### src/source/core_pkg.sv
/*
  Data, opcode and hart ID types shared by the cores and the top level.
  All operations wrap at DataWidth bits. OP_MUL keeps only the low word.
*/
`default_nettype none

package core_pkg;

  localparam int unsigned DataWidth   = 32;
  localparam int unsigned HartIdWidth = 8;
  localparam int unsigned ShamtWidth  = $clog2(DataWidth); // Shift range of OP_SHL

  typedef logic [DataWidth-1:0]   data_t;    // Accumulator and operand value
  typedef logic [HartIdWidth-1:0] hart_id_t; // Core identity carried with results
  typedef logic [ShamtWidth-1:0]  shamt_t;   // Low operand bits used as shift amount

  // Accumulator operations, acc is the running value of one core
  typedef enum logic [2:0] {
    OP_LOAD = 3'd0, // acc = operand
    OP_ADD  = 3'd1, // acc + operand
    OP_SUB  = 3'd2, // acc - operand
    OP_XOR  = 3'd3,
    OP_AND  = 3'd4,
    OP_OR   = 3'd5,
    OP_SHL  = 3'd6, // acc << operand[4:0]
    OP_MUL  = 3'd7  // Low 32 bits of the product
  } opcode_e;

endpackage : core_pkg

`default_nettype wire

### src/source/hmr_pkg.sv
/*
  Redundancy modes and pairing helpers.
  A DMR group is PairSize consecutive cores, led by the lowest (even) index.
*/
`default_nettype none

package hmr_pkg;

  typedef enum logic {
    MODE_INDEP = 1'b0, // Each core on its own lane
    MODE_DMR   = 1'b1  // Cores run in lockstep pairs
  } hmr_mode_e;

  localparam int unsigned PairSize = 2; // Cores per DMR group

  // Core that leads the group of core_idx
  function automatic int unsigned pair_lead(input int unsigned core_idx);
    return core_idx - (core_idx % PairSize);
  endfunction

  function automatic int unsigned pair_idx(input int unsigned core_idx);
    return core_idx / PairSize; // Group number
  endfunction

endpackage : hmr_pkg

`default_nettype wire

### src/source/hmr_input_bind.sv
/*
  Lane to core routing, purely combinational.
  In DMR both cores of a pair take the lead lane, while the fault bit stays per core.
  The mode may only change while every lane is idle.
*/
`default_nettype none

module hmr_input_bind #(
  parameter int unsigned NumCores = 4
) (
  input  logic                                 clk_i,
  input  logic                                 rst_n_i,
  input  hmr_pkg::hmr_mode_e                   mode_i,
  input  core_pkg::hart_id_t                   hart_base_i,
  input  logic               [NumCores-1:0]    lane_valid_i,
  input  core_pkg::opcode_e  [NumCores-1:0]    lane_opcode_i,
  input  core_pkg::data_t    [NumCores-1:0]    lane_operand_i,
  input  logic               [NumCores-1:0]    lane_fault_i,
  output logic               [NumCores-1:0]    core_valid_o,
  output core_pkg::opcode_e  [NumCores-1:0]    core_opcode_o,
  output core_pkg::data_t    [NumCores-1:0]    core_operand_o,
  output logic               [NumCores-1:0]    core_fault_o,
  output core_pkg::hart_id_t [NumCores-1:0]    core_hart_id_o
);

  import core_pkg::*;
  import hmr_pkg::*;

  logic dmr_sel;

  assign dmr_sel = (mode_i == MODE_DMR);

  for (genvar i = 0; i < NumCores; i++) begin : gen_bind
    localparam int unsigned Lead = pair_lead(i); // Lane feeding this core in DMR

    assign core_valid_o[i]   = dmr_sel ? lane_valid_i[Lead]   : lane_valid_i[i];
    assign core_opcode_o[i]  = dmr_sel ? lane_opcode_i[Lead]  : lane_opcode_i[i];
    assign core_operand_o[i] = dmr_sel ? lane_operand_i[Lead] : lane_operand_i[i];
    assign core_fault_o[i]   = lane_fault_i[i];              // Injection stays per core
    assign core_hart_id_o[i] = hart_base_i + hart_id_t'(i);  // Base ID plus core index
  end

  // Pairing must not move under an operation that is being issued
  a_mode_stable_when_busy: assert property (
    @(posedge clk_i) disable iff (!rst_n_i)
    (|lane_valid_i) |-> $stable(mode_i)
  ) else $error("redundancy mode changed while a lane was active");

endmodule : hmr_input_bind

`default_nettype wire

### config.mk
export PLATFORM = sky130hd
export DESIGN_NAME = hmr_input_bind
export DESIGN_NICKNAME = d
export VERILOG_FILES = /design/src/source/core_pkg.sv /design/src/source/hmr_pkg.sv /design/src/source/hmr_input_bind.sv
export SDC_FILE = /design/constraint.sdc
export NUM_CORES = 1
export LEC_CHECK = 0
export BUFFER_PORTS_ARGS = -buffer_cell sky130_fd_sc_hd__buf_2
export CORE_AREA = 2 2 131 133
export DETAILED_ROUTE_END_ITERATION = 8
export DIE_AREA = 0 0 133 135
export PLACE_DENSITY = 0.48
export SLEW_MARGIN = 20
export SYNTH_ARGS = -nofsm -noshare
export SYNTH_HDL_FRONTEND = slang
export SYNTH_SLANG_ARGS = --single-unit
### constraint.sdc
create_clock -name vclk -period 0.95
set_input_delay 0.0475 -clock vclk [all_inputs]
set_output_delay 0.0475 -clock vclk [all_outputs]
set_load 0.02 [all_outputs]
==> metrics <==
first-pass GRT wire length=14260 um; routed len/inst=15.82 um; switching portion of total power=55.32%; sequential power share=0%; commonest non-fill, non-tap cell in the layout=buf_2; via count=2357; NetSw=0.001255 W; Worst EP arrival=0.90 ns; Initial Util=11.47%; Critical Path End Type=output pin; RSZ-0062 raised after global routing=yes; Cell Area, Synth=1882 um2; Die W=133 um; number of buffers added on ports=329; Seq cells=0; total iterations of the first detailed-routing run=4; CP max stage delay=0.16 ns; DR DRC count=0; final setup fails=0; Chip Height=135 um; LEAKAGE=1.957 nW; total power draw=0.002269 W; Peak VDD IR=246.5 uV; Avg Inst Size Synth=8.793 um2; I/O Pins=339; final WL=10940 um; total gr overflow=0; Layout Nets=637; critical path class=input pin to output pin; CP Cell Sequence=buf_12 > inv_4 > buf_6 > ha_4 > nand2b_4 > xnor2_2 > buf_4; endpoints failing hold=0; Tcrit/Tclk final=99.54%; DR vias/cell=3.406; outcome=finished, final reports clean; f_max=1057 MHz; top cells by area, synth=mux2_2 (39%), buf_4 (35%), buf_6 (4.8%), xnor2_1 (4.7%), mux2_1 (3.6%); Final Max Tran Viols=0; Yosys top cell area share=39.49%; Tmin final=0.9456 ns; Ys Warns=0; Synth area leader=mux2_2; share of layout cells above drive strength 1=93.84%; critical path fanouts, max=4; final cell count without fillers=692; commonest non-fill, non-tap cells in the layout=buf_2 (310), mux2_2 (65), buf_4 (26); Setup TNS=0 ns; initial antenna violation count=6; placed wire-length estimate=9595 um; GR Util All Layers=10.55%; Layout area overhead=91.82%; crit-path leading delay family=buffers and inverters; worst path required time=0.90 ns; Worst setup SP type=input pin; Post-Synthesis Cells=214; Core Footprint=16410 um2; P_int=0.001014 W; clkbuf count=0; vias in the first global route=2244; hold buffer count at cts=0; synthesized net count=378; post-layout util=22.00%; final hold slack=0.09517 ns; Clk pwr share=0%; Synth cell types=15; class of the worst hold path=input pin to output pin; worst-margin pin slew=0.2317 ns; max_cap viols=0; Power Dens Cells=628.5 nW/um2; Iteration-0 DRC Markers=35; cell count after placement=687; share of the yosys chip area belonging to registers=0%; Comb pwr share=100.0%; Slowest-stage cell, CP=ha_4; storage element area=0 um2; CP bufs+invs=4; FP Rows=47; number of routed nets with antenna violations=0; pin count of the biggest net entering global routing=16; GPL Wtd Cong=0.8096; Die ar.=17960 um2; max_slew headroom=84.51%
-- metal layers --
layer	routed length (um)	GRT usage, %	share of wire (%)
met1	4768	14.19	44
met2	5388	18.91	49
met3	787	1.652	7.2
met4	0	0	0
met5	0	0	0
-- synthesized netlist by cell type, drive strengths merged --
cell type,instances
a21oi,2
and4,1
buf,96
ha,5
inv,5
mux2,72
nand2,5
nand2b,1
nand3,3
nand4,2
nor2,5
xnor2,10
xor2,7
-- power by group through the flow --
stage / registers [W] / clock network [W] / logic [W]
finish: 0 / 0.000000000141 / 0.00227
detailed placement: 0 / 0 / 0.00209
global placement: 0 / 0 / 0.00209
CTS: 0 / 0 / 0.00223
floorplan: 0 / 0 / 0.00142
global route: 0 / 0 / 0.00239
-- worst paths after layout --
| check | start | end | cells past startpoint |
|---|---|---|---|
| max | hart_base_i[1] | core_hart_id_o[30] | 7 |
| min | lane_fault_i[2] | core_fault_o[2] | 0 |
-- area by class of cell --
type,count,area (um2)
Antenna cell,1,2.502
Inverter,5,21.27
Multi-Input combinational cell,113,1274
Fill cell,1856,12800
Tap cell,220,275.3
Timing Repair Buffer,353,2037
-- cells by family after synthesis --
group / after synthesis / share of synthesized area (%)
simple gates: 17 / 4.255
mux: 72 / 43.08
buf+inv: 101 / 40.89
fa+ha+maj: 5 / 3.324
xor+xnor: 17 / 7.912
compound gates: 2 / 0.5319
-- stage by stage --
step / setup WS [ns] / cell area (um2)
after global placement: -0.2006 / 3253
after CTS: 0.002360 / 3497
final: 0.004364 / 3610
after floorplan: -0.02669 / 1904
after detailed placement: -0.2059 / 3253
after global routing: -0.03321 / 3607
-- timing repair --
item	CTS	global route
setup buffers	1	0
cloned	3	0
setup endpoints to repair	74	21
resized for setup	44	27
pin swaps	5	10
No activity file was read; power rests on OpenSTA's default activity.
