File: src/source/core_pkg.sv
/*
  Data, opcode and hart ID types shared by the cores and the top level.
  All operations wrap at DataWidth bits. OP_MUL keeps only the low word.
*/
`default_nettype none

package core_pkg;

  localparam int unsigned DataWidth   = 32;
  localparam int unsigned HartIdWidth = 8;
  localparam int unsigned ShamtWidth  = $clog2(DataWidth); // Shift range of OP_SHL

  typedef logic [DataWidth-1:0]   data_t;    // Accumulator and operand value
  typedef logic [HartIdWidth-1:0] hart_id_t; // Core identity carried with results
  typedef logic [ShamtWidth-1:0]  shamt_t;   // Low operand bits used as shift amount

  // Accumulator operations, acc is the running value of one core
  typedef enum logic [2:0] {
    OP_LOAD = 3'd0, // acc = operand
    OP_ADD  = 3'd1, // acc + operand
    OP_SUB  = 3'd2, // acc - operand
    OP_XOR  = 3'd3,
    OP_AND  = 3'd4,
    OP_OR   = 3'd5,
    OP_SHL  = 3'd6, // acc << operand[4:0]
    OP_MUL  = 3'd7  // Low 32 bits of the product
  } opcode_e;

endpackage : core_pkg

`default_nettype wire

File: src/source/acc_core.sv
/*
  Two-stage accumulator core with a checkpoint restore port.
  The fault input flips bit 0 of the reported result only, the accumulator is untouched.
  A restore must not coincide with a new operation.
*/
`default_nettype none

module acc_core (
  input  logic               clk_i,
  input  logic               rst_n_i,
  input  logic               valid_i,
  input  core_pkg::opcode_e  opcode_i,
  input  core_pkg::data_t    operand_i,
  input  logic               fault_i,
  input  core_pkg::hart_id_t hart_id_i,
  input  logic               restore_i,
  input  core_pkg::data_t    restore_value_i,
  output logic               res_valid_o,
  output core_pkg::data_t    res_data_o,
  output core_pkg::hart_id_t res_hart_id_o
);

  import core_pkg::*;

  logic     s1_valid_q;
  opcode_e  s1_opcode_q;
  data_t    s1_operand_q;
  logic     s1_fault_q;
  hart_id_t s1_hart_id_q;

  data_t    acc_q;
  data_t    acc_d;
  shamt_t   shamt;

  logic     res_valid_q;
  data_t    res_data_q;
  hart_id_t res_hart_id_q;

  always_ff @(posedge clk_i or negedge rst_n_i) begin
    if (!rst_n_i) begin
      s1_valid_q <= 1'b0;
    end else begin
      s1_valid_q <= valid_i; // Stage 1 occupancy
    end
  end

  always_ff @(posedge clk_i) begin
    if (valid_i) begin
      s1_opcode_q  <= opcode_i;
      s1_operand_q <= operand_i;
      s1_fault_q   <= fault_i;
      s1_hart_id_q <= hart_id_i;
    end
  end

  assign shamt = s1_operand_q[ShamtWidth-1:0];

  // Next accumulator value
  always_comb begin
    case (s1_opcode_q)
      OP_LOAD: acc_d = s1_operand_q;
      OP_ADD:  acc_d = acc_q + s1_operand_q;
      OP_SUB:  acc_d = acc_q - s1_operand_q;
      OP_XOR:  acc_d = acc_q ^ s1_operand_q;
      OP_AND:  acc_d = acc_q & s1_operand_q;
      OP_OR:   acc_d = acc_q | s1_operand_q;
      OP_SHL:  acc_d = acc_q << shamt;
      OP_MUL:  acc_d = acc_q * s1_operand_q; // Truncated to the low word
      default: acc_d = acc_q;
    endcase
  end

  always_ff @(posedge clk_i or negedge rst_n_i) begin
    if (!rst_n_i) begin
      acc_q <= '0;
    end else if (restore_i) begin
      acc_q <= restore_value_i; // Rapid recovery from the pair checkpoint
    end else if (s1_valid_q) begin
      acc_q <= acc_d;
    end
  end

  always_ff @(posedge clk_i or negedge rst_n_i) begin
    if (!rst_n_i) begin
      res_valid_q <= 1'b0;
    end else begin
      res_valid_q <= s1_valid_q;
    end
  end

  always_ff @(posedge clk_i) begin
    if (s1_valid_q) begin
      res_data_q    <= acc_d ^ data_t'(s1_fault_q); // Injected fault hits bit 0
      res_hart_id_q <= s1_hart_id_q;
    end
  end

  assign res_valid_o   = res_valid_q;
  assign res_data_o    = res_data_q;
  assign res_hart_id_o = res_hart_id_q;

  // Voter restore and a fresh operation from the binding never overlap
  a_no_restore_with_op: assert property (
    @(posedge clk_i) disable iff (!rst_n_i)
    !(restore_i && valid_i)
  ) else $error("restore collided with a new operation");

endmodule : acc_core

`default_nettype wire

File: config.mk
export PLATFORM = sky130hd
export DESIGN_NAME = acc_core
export DESIGN_NICKNAME = d
export VERILOG_FILES = /design/src/source/core_pkg.sv /design/src/source/acc_core.sv
export SDC_FILE = /design/constraint.sdc
export NUM_CORES = 2
export LEC_CHECK = 0
export ABC_CLOCK_PERIOD_IN_PS = 10600
export BUFFER_PORTS_ARGS = -buffer_cell sky130_fd_sc_hd__buf_4
export CORE_MARGIN = 4
export CORE_UTILIZATION = 25
export DETAILED_ROUTE_END_ITERATION = 7
export HOLD_SLACK_MARGIN = 0.08
export PLACE_DENSITY_LB_ADDON = 0.08
export SETUP_SLACK_MARGIN = 0.4
export SLEW_MARGIN = 40
export SYNTH_ARGS = -nofsm -noshare
export SYNTH_HDL_FRONTEND = slang
export SYNTH_SLANG_ARGS = --single-unit
export TNS_END_PERCENT = 5
File: constraint.sdc
create_clock -name clk_i -period 10.6 [get_ports clk_i]
set_input_delay 0.53 -clock clk_i [delete_from_list [all_inputs] [get_ports clk_i]]
set_output_delay 0.53 -clock clk_i [all_outputs]
set_load 0.02 [all_outputs]
==> results.md <==
| Parameter | Value | Unit |
|---|---|---|
| Violation count after the first detailed-route iteration | 1825 | - |
| Required @ worst endpoint | 10850 | ps |
| Total setup buffers inserted after CTS | 0 | - |
| Proportion of register bits with asynchronous set or reset after synthesis | 28.81 | % |
| Time the final worst path needs with I/O delays and setup | 8794 | ps |
| EDFF count, synth | 84 | - |
| Starting Density | 25.26 | % |
| Element type at the critical path end | flip-flop | - |
| Final period util | 82.97 | % |
| Maximum Capacitance Violations | 0 | - |
| Seq/Total Area, Yosys | 13.30 | % |
| Std-Cell Rows | 116 | - |
| Combined global-route utilization of all metal layers | 22.62 | % |
| Number of antenna repair diodes | 0 | - |
| # nets final | 3628 | - |
| Number of clock sinks | 118 | - |
| Worst min-delay path category | input port to flip-flop | - |
| Core region area | 0.1004 | mm² |
| Cts bufs inserted | 17 | - |
| Clock buffer depth | 2 | - |
| I/O pins | 121 | - |
| RSZ-0062 raised after global routing | false | - |
| WL per Instance | 28.02 | µm |
| Total negative setup slack | 0 | ps |
| Die outline width | 326.5 | µm |
| Pin count of the biggest net entering global routing | 66 | - |
| Register clock-pin slew on the reported worst setup and hold paths | 110 | ps |
| Post-synth net total | 3578 | - |
| Most used DFF post-synth | edfxtp_1 | - |
| Clock latency at the later pin of the worst-skew pair | 520 | ps |
| Global-route wire length before repair | 173.3 | mm |
| Count of input and output buffers | 120 | - |
| Final hold violation count | 0 | - |
| Yosys warning count | 0 | - |
| Measured slew at the worst slew-check pin | 893.7 | ps |
| Combined area of all synthesized cells | 0.02537 | mm² |
| Number of slew-limit violations in the final report | 0 | - |
| Antenna Nets Post-Route | 0 | - |
| Die Outline Area | 0.1066 | mm² |
| # setup viols final | 0 | - |
| #FFs+latches synth | 118 | - |
| GPL Wtd Cong | 0.9158 | - |
| Antenna violations before repair | 5 | - |
| Worst setup skew after layout | 52.94 | ps |
| Growth of design area from synthesis to finish | 12.23 | % |
| Total half-perimeter wirelength after legalization and detailed placement | 93.33 | mm |
| Drt via density | 4.991 | - |
| Maximum frequency from static timing analysis | 113.7 | MHz |
| Die height | 326.5 | µm |
| Clk Tree Root Cell | clkbuf_16 | - |
| Count of unique library cells instantiated by Yosys | 97 | - |
| Level count of the clock H-tree | 4 | - |
| Layout cell share with drive strength beyond 1 | 10.57 | % |
| Wirelength, routed | 120.2 | mm |
| Worst-path fanout max | 16 | - |
| Path type of the worst setup path | flip-flop to flip-flop | - |
| Run status | complete, no violations | - |
| Max_slew headroom | 40.20 | % |
| TritonCTS clock tree | yes | - |
| Startpoint type of the worst setup path | flip-flop | - |
| Number of global-route vias before repair | 23090 | - |
| # DRC | 0 | - |
| Detailed-router iteration count before antenna repair | 6 | - |
| Synthesized area per cell | 8.841 | µm² |
| Grt ovf | 0 | - |
| Total number of vias | 21410 | - |
| Crit path arrival time | 9050 | ps |
| Number of instances in the synthesized netlist | 2869 | - |
==> worst max-delay path, stage by stage, from the launching register on <==
cell,delay (ps)
dfrtp_1,920
clkinv_1,590
nor2_1,280
fa_1,440
inv_1,80
fa_1,430
fa_1,530
fa_1,550
inv_1,50
fa_1,510
inv_1,60
fa_1,530
inv_1,50
fa_1,500
fa_1,430
ha_1,370
a21o_1,230
a221oi_2,460
o21ai_0,150
a21oi_1,190
o21ai_2,150
nand2_1,140
mux2i_1,80
a211oi_1,360
o21ai_0,230
and2_1,180
==> registers in the layout, indices dropped and copies added, names as in the netlist <==
register and cells:
res_valid_o 1, res_data_o 32, acc_q 32, s1_hart_id_q 8, s1_operand_q 32, s1_valid_q 1
res_hart_id_o 8, s1_opcode_q 3, s1_fault_q 1
==> metrics by stage <==
stage | instance area [µm²] | utilization (%) | hold WS, ps | setup slack [ps] | instances
2_1_floorplan | 25370 | - | 234.4 | 2987 | 2869
4_1_cts | 28460 | 28.34 | 137.8 | 1809 | 4288
3_5_place_dp | 27850 | 27.73 | 405.1 | 1886 | 4255
5_1_grt | 28470 | 28.34 | 159.8 | 1434 | 4289
6_report | 28470 | 28.34 | 175.4 | 1806 | 4289
3_3_place_gp | 27820 | 27.70 | 401.0 | 1977 | 4254
==> synth_stat cells, types with 6 or more instances <==
library cell / instances / area (µm²)
inv_1: 436 / 1637
fa_1: 409 / 8188
nor2_1: 401 / 1505
nand2_1: 329 / 1235
ha_1: 220 / 2753
a21oi_1: 143 / 715.7
xnor2_1: 100 / 875.8
clkbuf_1: 99 / 371.6
edfxtp_1: 84 / 2522
o21ai_0: 80 / 400.4
mux2i_1: 44 / 440.4
xor2_1: 37 / 324.1
dfrtp_1: 34 / 850.8
o22ai_1: 31 / 193.9
buf_1: 29 / 108.9
a21o_1: 27 / 202.7
mux4_2: 25 / 563.0
a31oi_1: 24 / 150.1
buf_2: 23 / 115.1
nor3_1: 21 / 105.1
clkinv_1: 18 / 67.56
nand3_1: 18 / 90.09
a221oi_1: 14 / 122.6
a211oi_1: 12 / 90.09
nand2b_1: 12 / 75.07
and2_1: 11 / 68.82
and3_1: 10 / 62.56
buf_4: 9 / 67.56
o21a_1: 9 / 67.56
inv_2: 8 / 30.03
nand4_1: 8 / 50.05
o221ai_1: 8 / 70.07
a211o_1: 7 / 61.31
mux2_2: 6 / 67.56
nor2b_1: 6 / 37.54
o21ai_1: 6 / 30.03
o21bai_1: 6 / 45.04
or3_1: 6 / 37.54
==> cell usage in the layout (no fill, tap or decap), drive strengths merged, types with 21 or more instances in the layout <==
cell type	n
a21o	28
a21oi	144
a31oi	25
buf	197
clkinv	23
dfrtp	34
edfxtp	84
fa	409
ha	220
inv	454
mux2i	44
mux4	25
nand2	329
nand3	21
nor2	402
nor3	22
o21ai	90
o22ai	31
xnor2	100
xor2	37
==> per-layer routing <==
metal	vias up	GRT usage, %	wire, µm
li1	9290	-	-
met1	11230	31.83	55200
met2	753	36.24	54800
met3	133	2.882	6341
met4	2	6.982	3822
met5	-	0	10
==> kinds of logic after synthesis <==
kind of cell    synth area share, %
buf+inv                       9.683
mux                           4.222
flops                         13.30
simple gates                  13.44
xor+xnor                      4.819
fa+ha+maj                     43.13
compound gates                11.40
==> final timing paths <==
check	cells past startpoint	to	startpoint	slack [ps]
max	25	res_data_o[27]	acc_q[15]	1810
min	1	s1_operand_q[18]	operand_i[18]	180
max reg2reg	25	res_data_o[27]	acc_q[15]	1810
min reg2reg	0	res_hart_id_o[5]	s1_hart_id_q[5]	420
max in group asynchronous	2	s1_valid_q	rst_n_i	9430
min in group asynchronous	2	acc_q[19]	rst_n_i	590
==> cell type report <==
class                   instances  area (µm²)
fillers                     10980       71970
repair buffers                198        1494
inverters                     462        1735
well taps                    1357        1698
multi-input cells            2122       19560
clock inverters                15       176.4
clock buffers                  17       425.4
flip-flops and latches        118        3377
==> what timing repair did <==
action	CTS	global route
hold endpoints to repair	16	0
hold buffers	1	0
resized for setup	0	0
Power is left out: the tool's default activity adds up to more than one toggle a clock period on the data nets, which glitch-free logic cannot reach.
