===== src/source/core_pkg.sv =====
/*
  Data, opcode and hart ID types shared by the cores and the top level.
  All operations wrap at DataWidth bits. OP_MUL keeps only the low word.
*/
`default_nettype none

package core_pkg;

  localparam int unsigned DataWidth   = 32;
  localparam int unsigned HartIdWidth = 8;
  localparam int unsigned ShamtWidth  = $clog2(DataWidth); // Shift range of OP_SHL

  typedef logic [DataWidth-1:0]   data_t;    // Accumulator and operand value
  typedef logic [HartIdWidth-1:0] hart_id_t; // Core identity carried with results
  typedef logic [ShamtWidth-1:0]  shamt_t;   // Low operand bits used as shift amount

  // Accumulator operations, acc is the running value of one core
  typedef enum logic [2:0] {
    OP_LOAD = 3'd0, // acc = operand
    OP_ADD  = 3'd1, // acc + operand
    OP_SUB  = 3'd2, // acc - operand
    OP_XOR  = 3'd3,
    OP_AND  = 3'd4,
    OP_OR   = 3'd5,
    OP_SHL  = 3'd6, // acc << operand[4:0]
    OP_MUL  = 3'd7  // Low 32 bits of the product
  } opcode_e;

endpackage : core_pkg

`default_nettype wire


===== src/source/hmr_pkg.sv =====
/*
  Redundancy modes and pairing helpers.
  A DMR group is PairSize consecutive cores, led by the lowest (even) index.
*/
`default_nettype none

package hmr_pkg;

  typedef enum logic {
    MODE_INDEP = 1'b0, // Each core on its own lane
    MODE_DMR   = 1'b1  // Cores run in lockstep pairs
  } hmr_mode_e;

  localparam int unsigned PairSize = 2; // Cores per DMR group

  // Core that leads the group of core_idx
  function automatic int unsigned pair_lead(input int unsigned core_idx);
    return core_idx - (core_idx % PairSize);
  endfunction

  function automatic int unsigned pair_idx(input int unsigned core_idx);
    return core_idx / PairSize; // Group number
  endfunction

endpackage : hmr_pkg

`default_nettype wire


===== src/source/hmr_result_vote.sv =====
/*
  Result stage. Registers core results onto the output lanes.
  In DMR each pair is compared, only the even lane reports, and agreed values become
  the checkpoint. A mismatch drops the result, pulses dmr_error and restores both cores.
  Operations in flight during a recovery are not replayed.
*/
`default_nettype none

module hmr_result_vote #(
  parameter int unsigned NumCores = 4
) (
  input  logic                                          clk_i,
  input  logic                                          rst_n_i,
  input  hmr_pkg::hmr_mode_e                            mode_i,
  input  logic               [NumCores-1:0]             core_valid_i,
  input  core_pkg::data_t    [NumCores-1:0]             core_data_i,
  input  core_pkg::hart_id_t [NumCores-1:0]             core_hart_id_i,
  output logic               [NumCores-1:0]             restore_o,
  output core_pkg::data_t    [NumCores-1:0]             restore_value_o,
  output logic               [NumCores-1:0]             out_valid_o,
  output core_pkg::data_t    [NumCores-1:0]             out_data_o,
  output core_pkg::hart_id_t [NumCores-1:0]             out_hart_id_o,
  output logic               [NumCores/hmr_pkg::PairSize-1:0] dmr_error_o
);

  import core_pkg::*;
  import hmr_pkg::*;

  localparam int unsigned NumPairs = NumCores / PairSize;

  logic                     dmr_sel;
  logic     [NumPairs-1:0]  pair_fire;
  logic     [NumPairs-1:0]  pair_match;
  logic     [NumPairs-1:0]  pair_agree;
  logic     [NumPairs-1:0]  pair_error;
  logic     [NumCores-1:0]  out_valid_d;

  logic     [NumCores-1:0]  out_valid_q;
  data_t    [NumCores-1:0]  out_data_q;
  hart_id_t [NumCores-1:0]  out_hart_id_q;
  logic     [NumPairs-1:0]  recover_q;  // Drives both the error pulse and the restore
  data_t    [NumPairs-1:0]  ckpt_q;     // Last agreed value per pair

  assign dmr_sel = (mode_i == MODE_DMR);

  for (genvar p = 0; p < NumPairs; p++) begin : gen_pair
    localparam int unsigned Lead = p * PairSize;

    assign pair_fire[p]  = dmr_sel && core_valid_i[Lead];
    assign pair_match[p] = (core_data_i[Lead] == core_data_i[Lead+1]);
    assign pair_agree[p] = pair_fire[p] && pair_match[p];
    assign pair_error[p] = pair_fire[p] && !pair_match[p];

    // Lockstep cores must deliver results in the same cycle
    a_pair_lockstep: assert property (
      @(posedge clk_i) disable iff (!rst_n_i)
      (mode_i == MODE_DMR) |-> (core_valid_i[Lead] == core_valid_i[Lead+1])
    ) else $error("DMR pair %0d lost lockstep", p);
  end

  for (genvar i = 0; i < NumCores; i++) begin : gen_lane
    localparam bit IsLead = (pair_lead(i) == i);

    // Only the lead lane reports in DMR, and only on agreement
    assign out_valid_d[i]     = dmr_sel ? (IsLead && pair_agree[pair_idx(i)])
                                        : core_valid_i[i];
    assign restore_o[i]       = recover_q[pair_idx(i)];
    assign restore_value_o[i] = ckpt_q[pair_idx(i)];
  end

  always_ff @(posedge clk_i or negedge rst_n_i) begin
    if (!rst_n_i) begin
      out_valid_q <= '0;
      recover_q   <= '0;
      ckpt_q      <= '0;
    end else begin
      out_valid_q <= out_valid_d;
      recover_q   <= pair_error; // One cycle pulse per mismatch
      for (int unsigned p = 0; p < NumPairs; p++) begin
        if (pair_agree[p]) begin
          ckpt_q[p] <= core_data_i[p*PairSize];
        end
      end
    end
  end

  // Lead data equals the lane's own data in both modes
  always_ff @(posedge clk_i) begin
    for (int unsigned i = 0; i < NumCores; i++) begin
      if (core_valid_i[i]) begin
        out_data_q[i]    <= core_data_i[i];
        out_hart_id_q[i] <= core_hart_id_i[i];
      end
    end
  end

  assign out_valid_o   = out_valid_q;
  assign out_data_o    = out_data_q;
  assign out_hart_id_o = out_hart_id_q;
  assign dmr_error_o   = recover_q;

endmodule : hmr_result_vote

`default_nettype wire


===== config.mk =====
export PLATFORM = sky130hd
export DESIGN_NAME = hmr_result_vote
export DESIGN_NICKNAME = d
export VERILOG_FILES = /design/src/source/core_pkg.sv /design/src/source/hmr_pkg.sv /design/src/source/hmr_result_vote.sv
export SDC_FILE = /design/constraint.sdc
export NUM_CORES = 1
export LEC_CHECK = 0
export BUFFER_PORTS_ARGS = -buffer_cell sky130_fd_sc_hd__buf_2
export CAP_MARGIN = 20
export CORE_AREA = 2 2 179 181
export CTS_CLUSTER_DIAMETER = 120
export DETAILED_ROUTE_END_ITERATION = 16
export DIE_AREA = 0 0 181 183
export GPL_TIMING_DRIVEN = 0
export MAX_ROUTING_LAYER = met4
export PLACE_DENSITY = 0.64
export SLEW_MARGIN = 20
export SYNTH_ARGS = -nofsm -noshare
export SYNTH_HDL_FRONTEND = slang
export SYNTH_SLANG_ARGS = --single-unit

===== constraint.sdc =====
create_clock -name clk_i -period 0.8 [get_ports clk_i]
set_input_delay 0.16 -clock clk_i [delete_from_list [all_inputs] [get_ports clk_i]]
set_output_delay 0.16 -clock clk_i [all_outputs]
set_load 0.1 [all_outputs]

==> summary.txt, run 1 <==
Global route
  – Largest net degree at the start of global routing: 43
  – Initial antenna violation count: 3
  – Grt total ovfl: 0
  – Tot GR Track Use: 21.5%
  – Vias in the first global route: 7862
  – First-pass GRT wire length: 51.4 mm

Floorplan
  – Die span in x: 181 um
  – IO Count: 465
  – CORE AREA: 0.0312 mm^2
  – Initial Utilization: 27.6%
  – Die Ht: 183 um
  – Num rows: 65
  – Die area: 0.0331 mm^2

Clock tree
  – Clock Sinks: 230
  – CTS buffer count: 25
  – Latest clock arrival within the worst-skew pair: 0.51 ns
  – CTS root buffer: clkbuf_16
  – Clock buffer depth: 3
  – Worst-path clk slew: 0.06 ns
  – CTS tree: built
  – Htree depth: 1

Power
  – Cell Pwr Density: 1760 mW/mm^2
  – LEAKAGE: 7.76 nW
  – VDD IR max: 1520 uV

STA
  – Crit path time final: 1.66 ns
  – Final period utilization: 208%
  – RSZ-0062 raised after global routing: yes
  – Final setup viols: 366
  – Worst hold margin: -0.393 ns
  – Fin Clk Skew: 0 ns
  – Final hold violations: 42
  – Max_slew headroom: 56.3%
  – Slew @ Worst Pin: 0.656 ns
  – Final number of max-transition violations: 0
  – Setup TNS: -213.38 ns
  – Worst setup margin: -0.865 ns
  – Fmax achieved: 0.601 GHz

Outcome
  – Status: finished with violations
  – Failing checks: hold timing, setup timing

Worst setup path
  – Critical R2R Launch: restore_value_o[6]
  – Arr. time, crit path: 2.06 ns
  – Reg2Reg Setup Slack: -0.23 ns
  – Worst Setup End Kind: flip-flop
  – Peak fanout along the critical path: 5
  – R2R Path End: restore_value_o[6]
  – Worst EP required: 1.19 ns
  – Worst Reg-to-Reg Cells: 2
  – CP startpoint kind: primary input
  – Crit Path Category: primary input to flip-flop

Cells and area
  – Final Core Density: 60.8%
  – Nets@finish: 1309
  – Post-route insts no fill: 1564
  – Multi-input logic area: 0.00197 mm^2
  – Layout cells sized above 1: 65.4%
  – Fillers: 2110
  – Area Overhead vs Synth: 120%
  – Register Area: 0.00682 mm^2

Routing
  – Drt pass-1 iters: 4
  – Initial DRC count: 276
  – Total wire length: 36.4 mm
  – Remaining antenna violation count: 0
  – Vias per std cell: 4.38
  – Routed WL per cell: 23.3 um
  – Vias after detailed routing: 6853
  – DRC: 0

Synthesis
  – Mapped Cells: 466
  – Fraction of registers with async set/reset: 30.4%
  – Synth Warn #: 0
  – Sequential area share after synthesis: 76.1%
  – Synth top area cells: edfxtp_1, dfrtp_1, mux2_2, xor2_1, buf_4
  – Most common library cells after synthesis: edfxtp_1, buf_4, dfrtp_1
  – Syn Std Cell Area: 0.00862 mm^2
  – Most numerous cell in the Yosys netlist: edfxtp_1
  – Syn Nets: 633
  – Average cell area after synthesis: 18.5 um^2
  – Post-synth top area share: 55.8%
  – Post-synth top flop: edfxtp_1
  – Post-synth cell types: 17
  – Area leader, netlist: edfxtp_1
  – Seq cells post-synth: 230
  – EDFF count, synth: 160

Place
  – GP Congestion: 0.774
  – DP Cell Count: 1333
  – DP HPWL: 20.9 mm
  – Input/output buffers: 464

Run
  – Max Cap Viol: 0

Hold path
  – Worst hold path class: primary input to asynchronous set/reset pin
-- final cells by class --
cell class                      instances  share of cell area (%)
Clock buffer                           35                    3.60
Inverter                                1                  0.0198
Antenna cell                            3                  0.0395
Tap cell                              402                    2.65
Buffer                                 73                    7.70
Timing Repair Buffer                  650                    39.5
Clock inverter                          9                   0.218
Multi-Input combinational cell        161                    10.4
Sequential cell                       230                    35.9
-- critical path, cell delays in order --
cell	delay, ns
buf_6	0.11
xor2_2	0.18
nor4_4	0.33
nand4_1	0.18
buf_6	0.18
nor4_4	0.26
buf_6	0.20
clkbuf_16	0.16
mux2_4	0.29
-- power by group --
part,internal [mW],switching (mW),total [mW]
Clock,5.91,4.65,10.6
Sequential,13.6,0.392,13.9
Combinational,2.45,6.36,8.81
-- cell families after synthesis --
kind of cell / after synthesis / share of synthesized area, %
AOI/OAI and AO/OA: 2 / 0.174
xor gates and xnor gates: 64 / 6.51
DFF: 230 / 76.1
and+or+nand+nor: 31 / 2.25
buffers and inverters: 75 / 6.62
muxes: 64 / 8.36
-- per-layer routing --
metal | GRT usage [%] | routed length (um)
met1 | 22.1 | 12400
met2 | 40.7 | 20400
met3 | 5.34 | 2720
met4 | 5.43 | 892
met5 | - | 0
-- placed cells by master, fill, tap and decap left out, types with 3 or more instances in the layout --
cell,Yosys,layout
buf_12,0,214
buf_2,0,143
buf_4,71,14
buf_6,3,175
buf_8,0,9
clkbuf_1,0,8
clkbuf_16,0,27
clkinv_1,0,3
clkinv_2,0,6
dfrtp_4,0,70
diode_2,0,3
dlygate4sd3_1,0,162
edfxtp_1,160,160
mux2_4,0,64
nand4_1,3,3
nor4_1,16,3
nor4_2,0,8
nor4_4,1,6
xor2_1,64,53
xor2_2,0,10
-- worst max path at each step --
| stage | from | end | slack, ns | cells after the start |
|---|---|---|---|---|
| after CTS | core_data_i[117] | restore_value_o[90] | -0.79 | 9 |
| after global routing | core_data_i[76] | restore_value_o[88] | -0.90 | 9 |
| after floorplan | core_data_i[116] | restore_value_o[65] | -0.96 | 6 |
| final | core_data_i[76] | restore_value_o[85] | -0.86 | 9 |
| after detailed placement | core_data_i[23] | restore_value_o[26] | -1.87 | 7 |
| after global placement | core_data_i[23] | restore_value_o[30] | -1.88 | 7 |
-- through the flow --
stage	worst slack [ns]	power (mW)	cell area (um^2)	hold slack [ns]
5_1_grt	-0.902	34.3	19000	-0.371
6_report	-0.865	33.3	19000	-0.393
2_1_floorplan	-0.958	19.2	9870	-0.136
3_3_place_gp	-1.88	20.8	12700	0.337
4_1_cts	-0.787	33.2	18700	-0.396
3_5_place_dp	-1.87	20.9	12700	0.168
-- what timing repair did --
| action | CTS | global route |
|---|---|---|
| gates cloned | 3 | 2 |
| pin swaps | 14 | 20 |
| setup buffers | 15 | 4 |
| endpoints found under the hold margin | 257 | 34 |
| hold buffers | 161 | 1 |
| gates resized for setup | 953 | 53 |
| setup endpoints to repair | 427 | 447 |
-- registers in the layout, summed over array words and instances (netlist names) --
register and flops:
out_data_o 128, restore_value_o 64, out_hart_id_o 32, out_valid_o 4, dmr_error_o 2
Note: power is estimated with default switching activity, not from simulation.
==> run 2: changes to the inputs <==
--- a/config.mk
+++ b/config.mk
@@ -13,7 +13,7 @@
 export DIE_AREA = 0 0 181 183
 export GPL_TIMING_DRIVEN = 0
 export MAX_ROUTING_LAYER = met4
-export PLACE_DENSITY = 0.64
+export PLACE_DENSITY = 0.67
 export SLEW_MARGIN = 20
 export SYNTH_ARGS = -nofsm -noshare
 export SYNTH_HDL_FRONTEND = slang
==> summary.txt, run 2 (same netlist as run 1, synthesis figures left out) <==
Power
  – LEAKAGE: 7.73 nW (-0.45%)
  – Total power: 33.9 mW (+1.8%)
  – VDD IR max: 2720 uV (+80%)
  – Cell Pwr Density: 1790 mW/mm^2 (+2.1%)

Outcome
  – Status: finished with violations
  – Failing checks: hold timing, setup timing

Routing
  – Total wire length: 36.5 mm (+0.30%)
  – Remaining antenna violation count: 0 (unchanged)
  – Routed WL per cell: 23.5 um (+1.0%)
  – Initial DRC count: 304 (+10%)
  – Drt pass-1 iters: 6 (+2)
  – Vias after detailed routing: 6841 (-0.18%)
  – Vias per std cell: 4.41 (+0.53%)
  – DRC: 0 (unchanged)

Worst setup path
  – Worst Reg-to-Reg Cells: 2 (unchanged)
  – Worst EP required: 1.23 ns (+0.04 ns)
  – Worst Setup End Kind: flip-flop
  – Peak fanout along the critical path: 7 (+2)
  – Reg2Reg Setup Slack: -0.27 ns (-0.04 ns)
  – Critical R2R Launch: restore_value_o[10]
  – R2R Path End: restore_value_o[10]
  – Arr. time, crit path: 2.01 ns (-0.05 ns)
  – CP startpoint kind: primary input
  – Worst setup path endpoint: restore_value_o[16]
  – Crit Path Category: primary input to flip-flop
  – Critical path origin: core_data_i[50]

Clock tree
  – CTS root buffer: clkbuf_16
  – Latest clock arrival within the worst-skew pair: 0.54 ns (+0.03 ns)
  – Worst-path clk slew: 0.06 ns (about the same)
  – Htree depth: 1 (unchanged)
  – Clock buffer depth: 3 (unchanged)
  – CTS tree: built
  – CTS buffer count: 25 (unchanged)
  – Hold_buf cts: 161 (unchanged)
  – Clock Sinks: 230 (unchanged)

STA
  – Final setup viols: 366 (unchanged)
  – Max_slew headroom: 54.5% (-1.8 points)
  – Fmax achieved: 0.633 GHz (+5.3%)
  – Crit path time final: 1.58 ns (-0.0838 ns)
  – Final number of max-transition violations: 0 (unchanged)
  – Setup TNS: -218.46 ns (-5.09 ns)
  – Slew @ Worst Pin: 0.683 ns (+0.0271 ns)
  – RSZ-0062 raised after global routing: yes
  – Fin Clk Skew: 0 ns (unchanged)
  – Final period utilization: 198% (-10 points)
  – Worst setup margin: -0.781 ns (+0.0838 ns)
  – Worst hold margin: -0.432 ns (-0.0388 ns)
  – Final hold violations: 57 (+36%)

Global route
  – First-pass GRT wire length: 51.8 mm (+0.79%)
  – Vias in the first global route: 7884 (+0.28%)
  – Largest net degree at the start of global routing: 43 (unchanged)
  – Tot GR Track Use: 21.5% (+0.082 points)
  – Grt total ovfl: 0 (unchanged)
  – Initial antenna violation count: 0 (-3)

Cells and area
  – Largest register FFs: 128 (unchanged)
  – Nets@finish: 1299 (-0.76%)
  – Final Core Density: 60.6% (-0.18 points)
  – Fillers: 2098 (-0.57%)
  – Most frequent cells in the layout: buf_12, buf_6, dlygate4sd3_1, edfxtp_1, buf_2
  – Commonest non-fill, non-tap cell in the layout: buf_12
  – Post-route insts no fill: 1553 (-0.70%)
  – Number of antenna diodes: 0 (-3)
  – Layout cells sized above 1: 65.0% (-0.41 points)
  – Area Overhead vs Synth: 120%

Floorplan
  – Num rows: 65 (unchanged)
  – Die span in x: 181 um (unchanged)
  – Die Ht: 183 um (unchanged)
  – Die area: 0.0331 mm^2 (unchanged)
  – IO Count: 465 (unchanged)
  – Initial Utilization: 27.6% (unchanged)
  – CORE AREA: 0.0312 mm^2 (unchanged)

Place
  – DP Cell Count: 1333 (unchanged)
  – DP HPWL: 20.9 mm (+0.20%)
  – Input/output buffers: 464 (unchanged)
  – GP Congestion: 0.787 (+1.6%)

Hold path
  – Worst hold path class: primary input to asynchronous set/reset pin

Run
  – Max Cap Viol: 0 (unchanged)
run 2: stage by stage:
step | area (um^2) | setup slack [ns]
3_5_place_dp | 12700 | -1.78
2_1_floorplan | 9870 | -0.958
4_1_cts | 18500 | -0.744
5_1_grt | 18900 | -0.824
3_3_place_gp | 12700 | -1.80
6_report | 18900 | -0.781
run 2: critical path, cell delays in order:
cell       delay (ns)
buf_2            0.12
xor2_1           0.19
nor4_2           0.31
nand4_1          0.29
nor3_4           0.26
buf_8            0.20
clkbuf_16        0.18
mux2_4           0.30
run 2: cell type report:
type	count	area, um^2	share of cell area, %
timing repair buffer	639	7380	39.0
sequential	230	6820	36.0
multi-input combinational	161	1970	10.4
buffer	74	1480	7.80
clock buffer	41	737	3.89
tap	402	503	2.66
clock inverter	5	38.8	0.205
inverter	1	3.75	0.0198
run 2: routing by layer:
layer	wire length [um]	part of all wire, %	global-route usage, %	vias to the layer above
li1	-	-	-	2957
met1	12800	35	22.7	3472
met2	20300	55	41.2	359
met3	2510	6.9	4.71	53
met4	962	2.6	4.81	0
met5	0	0	-	-
run 2: timing repair:
action / in CTS / in global routing
endpoints found under the setup margin: 389 / 447
pin swaps: 10 / 24
endpoints found under the hold margin: 261 / 35
resized for setup: 916 / 81
buffers inserted: 6 / 1
gates cloned: 2 / 4
run 2: how the worst min path moves through the flow:
stage	start	slack (ns)	depth (start not counted)	end
after floorplan	rst_n_i	-0.14	0	dmr_error_o[0]
after global placement	core_hart_id_i[13]	0.34	1	out_hart_id_o[13]
after detailed placement	rst_n_i	0.17	1	restore_value_o[17]
after CTS	rst_n_i	-0.41	1	restore_value_o[17]
after global routing	rst_n_i	-0.40	1	restore_value_o[17]
final	rst_n_i	-0.43	1	restore_value_o[17]
run 2: report_power, final:
group / switching [mW] / internal [mW] / leakage [nW]
Sequential: 0.394 / 13.6 / 2.40
Clock: 4.92 / 6.31 / 0.379
Combinational: 6.34 / 2.42 / 4.95
==> run 3: changes to the inputs <==
--- a/config.mk
+++ b/config.mk
@@ -7,14 +7,18 @@
 export LEC_CHECK = 0
 export BUFFER_PORTS_ARGS = -buffer_cell sky130_fd_sc_hd__buf_2
 export CAP_MARGIN = 20
-export CORE_AREA = 2 2 179 181
+export CELL_PAD_IN_SITES_DETAIL_PLACEMENT = 0
+export CELL_PAD_IN_SITES_GLOBAL_PLACEMENT = 1
+export CORE_AREA = 2 2 183 185
+export CTS_BUF_LIST = sky130_fd_sc_hd__clkbuf_8 sky130_fd_sc_hd__clkbuf_16
 export CTS_CLUSTER_DIAMETER = 120
 export DETAILED_ROUTE_END_ITERATION = 16
-export DIE_AREA = 0 0 181 183
+export DIE_AREA = 0 0 185 187
 export GPL_TIMING_DRIVEN = 0
 export MAX_ROUTING_LAYER = met4
-export PLACE_DENSITY = 0.67
+export PLACE_DENSITY = 0.76
 export SLEW_MARGIN = 20
 export SYNTH_ARGS = -nofsm -noshare
 export SYNTH_HDL_FRONTEND = slang
 export SYNTH_SLANG_ARGS = --single-unit
+export TNS_END_PERCENT = 30
==> summary.txt, run 3 (same netlist as run 1, synthesis figures left out) <==
STA
  – Worst setup margin: -0.830 ns (-0.0487 ns)
  – Slew @ Worst Pin: 1.12 ns (+0.437 ns)
  – Final hold violations: 39 (-32%)
  – Crit path time final: 1.63 ns (+0.0487 ns)
  – Max_slew headroom: 25.3% (-29 points)
  – Fin Clk Skew: 0 ns (unchanged)
  – Setup TNS: -213.49 ns (+4.97 ns)
  – Final setup viols: 426 (+16%)
  – Final period utilization: 204% (+6.1 points)
  – Final number of max-transition violations: 0 (unchanged)
  – RSZ-0062 raised after global routing: yes
  – Worst hold margin: -0.386 ns (+0.0461 ns)
  – Fmax achieved: 0.614 GHz (-3.0%)

Outcome
  – Failing checks: hold timing, setup timing
  – Status: finished with violations

Cells and area
  – Design Area, Final: 0.0186 mm^2 (-1.6%)
  – Nets@finish: 1312 (+1.0%)
  – Area Overhead vs Synth: 116%
  – Most frequent cells in the layout: buf_6, dlygate4sd3_1, edfxtp_1, buf_12, buf_2
  – Commonest non-fill, non-tap cell in the layout: buf_6
  – Largest register FFs: 128 (unchanged)
  – Layout cells sized above 1: 63.3% (-1.7 points)

Worst setup path
  – Worst EP required: 1.20 ns (-0.03 ns)
  – Arr. time, crit path: 2.03 ns (+0.02 ns)
  – Worst Setup End Kind: flip-flop
  – Worst Reg-to-Reg Cells: 2 (unchanged)
  – Crit-path cells: buf_2 -> xor2_1 -> nor4_1 -> nand4_1 -> nor4_4 -> buf_6 -> buf_12 -> buf_16 -> mux2_4
  – R2R Path End: restore_value_o[6]
  – Critical R2R Launch: restore_value_o[6]
  – Max stage delay on crit path: 0.34 ns (+0.03 ns)
  – Crit Path Category: primary input to flip-flop
  – Peak fanout along the critical path: 5 (-2)
  – CP startpoint kind: primary input
  – Slowest cell on crit path: nor4_1
  – Reg2Reg Setup Slack: -0.22 ns (+0.05 ns)

Global route
  – Grt total ovfl: 0 (unchanged)
  – Largest net degree at the start of global routing: 43 (unchanged)
  – Initial antenna violation count: 1 (+1)
  – First-pass GRT wire length: 48.4 mm (-6.7%)
  – Vias in the first global route: 7691 (-2.4%)
  – Tot GR Track Use: 19.5% (-2.1 points)

Floorplan
  – IO Count: 465 (unchanged)
  – Die Ht: 187 um (+2.2%)
  – Num rows: 67 (+3.1%)
  – Die span in x: 185 um (+2.2%)
  – CORE AREA: 0.0329 mm^2 (+5.2%)
  – Initial Utilization: 26.2% (-1.4 points)
  – Die area: 0.0346 mm^2 (+4.4%)

Power
  – P_sw: 11.6 mW (about the same)
  – Cell Pwr Density: 1830 mW/mm^2 (+1.9%)
  – Internal: 22.4 mW (+0.55%)
  – VDD IR max: 1440 uV (-47%)
  – LEAKAGE: 7.78 nW (+0.72%)
  – Comb power frac: 26.1% (+0.3 points)
  – Sw frac: 34.2% (-0.13 points)
  – Clock network power share: 33.1% (about the same)
  – Reg power frac: 40.9% (-0.2 points)

Clock tree
  – CTS tree: built
  – Worst-path clk slew: 0.06 ns (about the same)
  – Htree depth: 1 (unchanged)
  – CTS buffer count: 26 (+4.0%)
  – CTS root buffer: clkbuf_16
  – Latest clock arrival within the worst-skew pair: 0.53 ns (about the same)
  – Clock buffer depth: 3 (unchanged)
  – Clock Sinks: 230 (unchanged)

Place
  – GP Congestion: 0.781 (-0.72%)
  – Place WS: -1.84 ns (-0.0646 ns)
  – DP HPWL: 20.1 mm (-4.0%)
  – Dpl cell area: 0.0124 mm^2 (-2.6%)
  – Input/output buffers: 464 (unchanged)

Routing
  – Total wire length: 35.9 mm (-1.9%)
  – Vias per std cell: 4.23 (-3.9%)
  – Remaining antenna violation count: 0 (unchanged)
  – Vias after detailed routing: 6835 (-0.088%)
  – Routed WL per cell: 22.2 um (-5.6%)
  – Drt pass-1 iters: 4 (-2)
  – DRC: 0 (unchanged)
  – Initial DRC count: 212 (-30%)

Run
  – Max Cap Viol: 0 (unchanged)

Hold path
  – Worst hold path class: primary input to asynchronous set/reset pin
-- run 3: how the worst max path moves through the flow --
stage                                start                   to  slack (ns)  cells past startpoint
after detailed placement   core_data_i[40]  restore_value_o[11]       -1.84                      7
after CTS                  core_data_i[76]  restore_value_o[70]       -0.79                      9
final                     core_data_i[103]  restore_value_o[70]       -0.83                      9
after floorplan           core_data_i[116]  restore_value_o[65]       -0.96                      6
after global placement     core_data_i[40]  restore_value_o[26]       -1.80                      7
after global routing      core_data_i[103]  restore_value_o[70]       -0.86                      9
-- run 3: critical path, delay by kind of cell --
kind | cells | cell delay [ns]
simple gates | 3 | 0.86
buf+inv | 4 | 0.55
mux | 1 | 0.29
xor+xnor | 1 | 0.16
-- run 3: stage by stage --
step / std cells / power (mW) / util, %
2_1_floorplan: 466 / 19.2 / -
3_3_place_gp: 1378 / 20.8 / 37.6
3_5_place_dp: 1379 / 20.9 / 37.7
4_1_cts: 1612 / 33.1 / 53.1
5_1_grt: 1614 / 35.1 / 56.7
6_report: 1614 / 34.1 / 56.7
-- run 3: power groups by stage --
| stage | sequential [mW] | clock, mW | combinational, mW |
|---|---|---|---|
| 6_report | 13.9 | 11.3 | 8.87 |
| 4_1_cts | 13.7 | 11.4 | 7.97 |
| 3_5_place_dp | 13.9 | 0 | 6.93 |
| 5_1_grt | 14.0 | 12.0 | 9.09 |
| 3_3_place_gp | 13.9 | 0 | 6.90 |
| 2_1_floorplan | 18.8 | 0 | 0.369 |
-- run 3: layer usage --
layer  track usage [%]  wire [um]  vias to the layer above
met2              36.3      19600                      367
met4              5.13        853                        0
met1              20.7      12700                     3428
met5                 -          0                        -
met3              3.95       2670                       57
li1                  -          -                     2983
-- run 3: cell type report --
cell class / instances / area, um^2
clock inverter: 21 / 114
multi-input combinational: 161 / 2050
inverter: 1 / 3.75
tap: 448 / 561
buffer: 73 / 1260
sequential: 230 / 6730
antenna: 1 / 2.50
timing repair buffer: 652 / 7250
clock buffer: 27 / 676
fill: 2344 / 14200
-- run 3: repair_timing --
item                                   in CTS  in global routing
pin swaps                                  17                 19
setup endpoints to repair                 472                447
buffers inserted                           20                  3
hold buffers                              160                  1
endpoints found under the hold margin     262                 37
gates cloned                                5                  0
resized for setup                         632                484
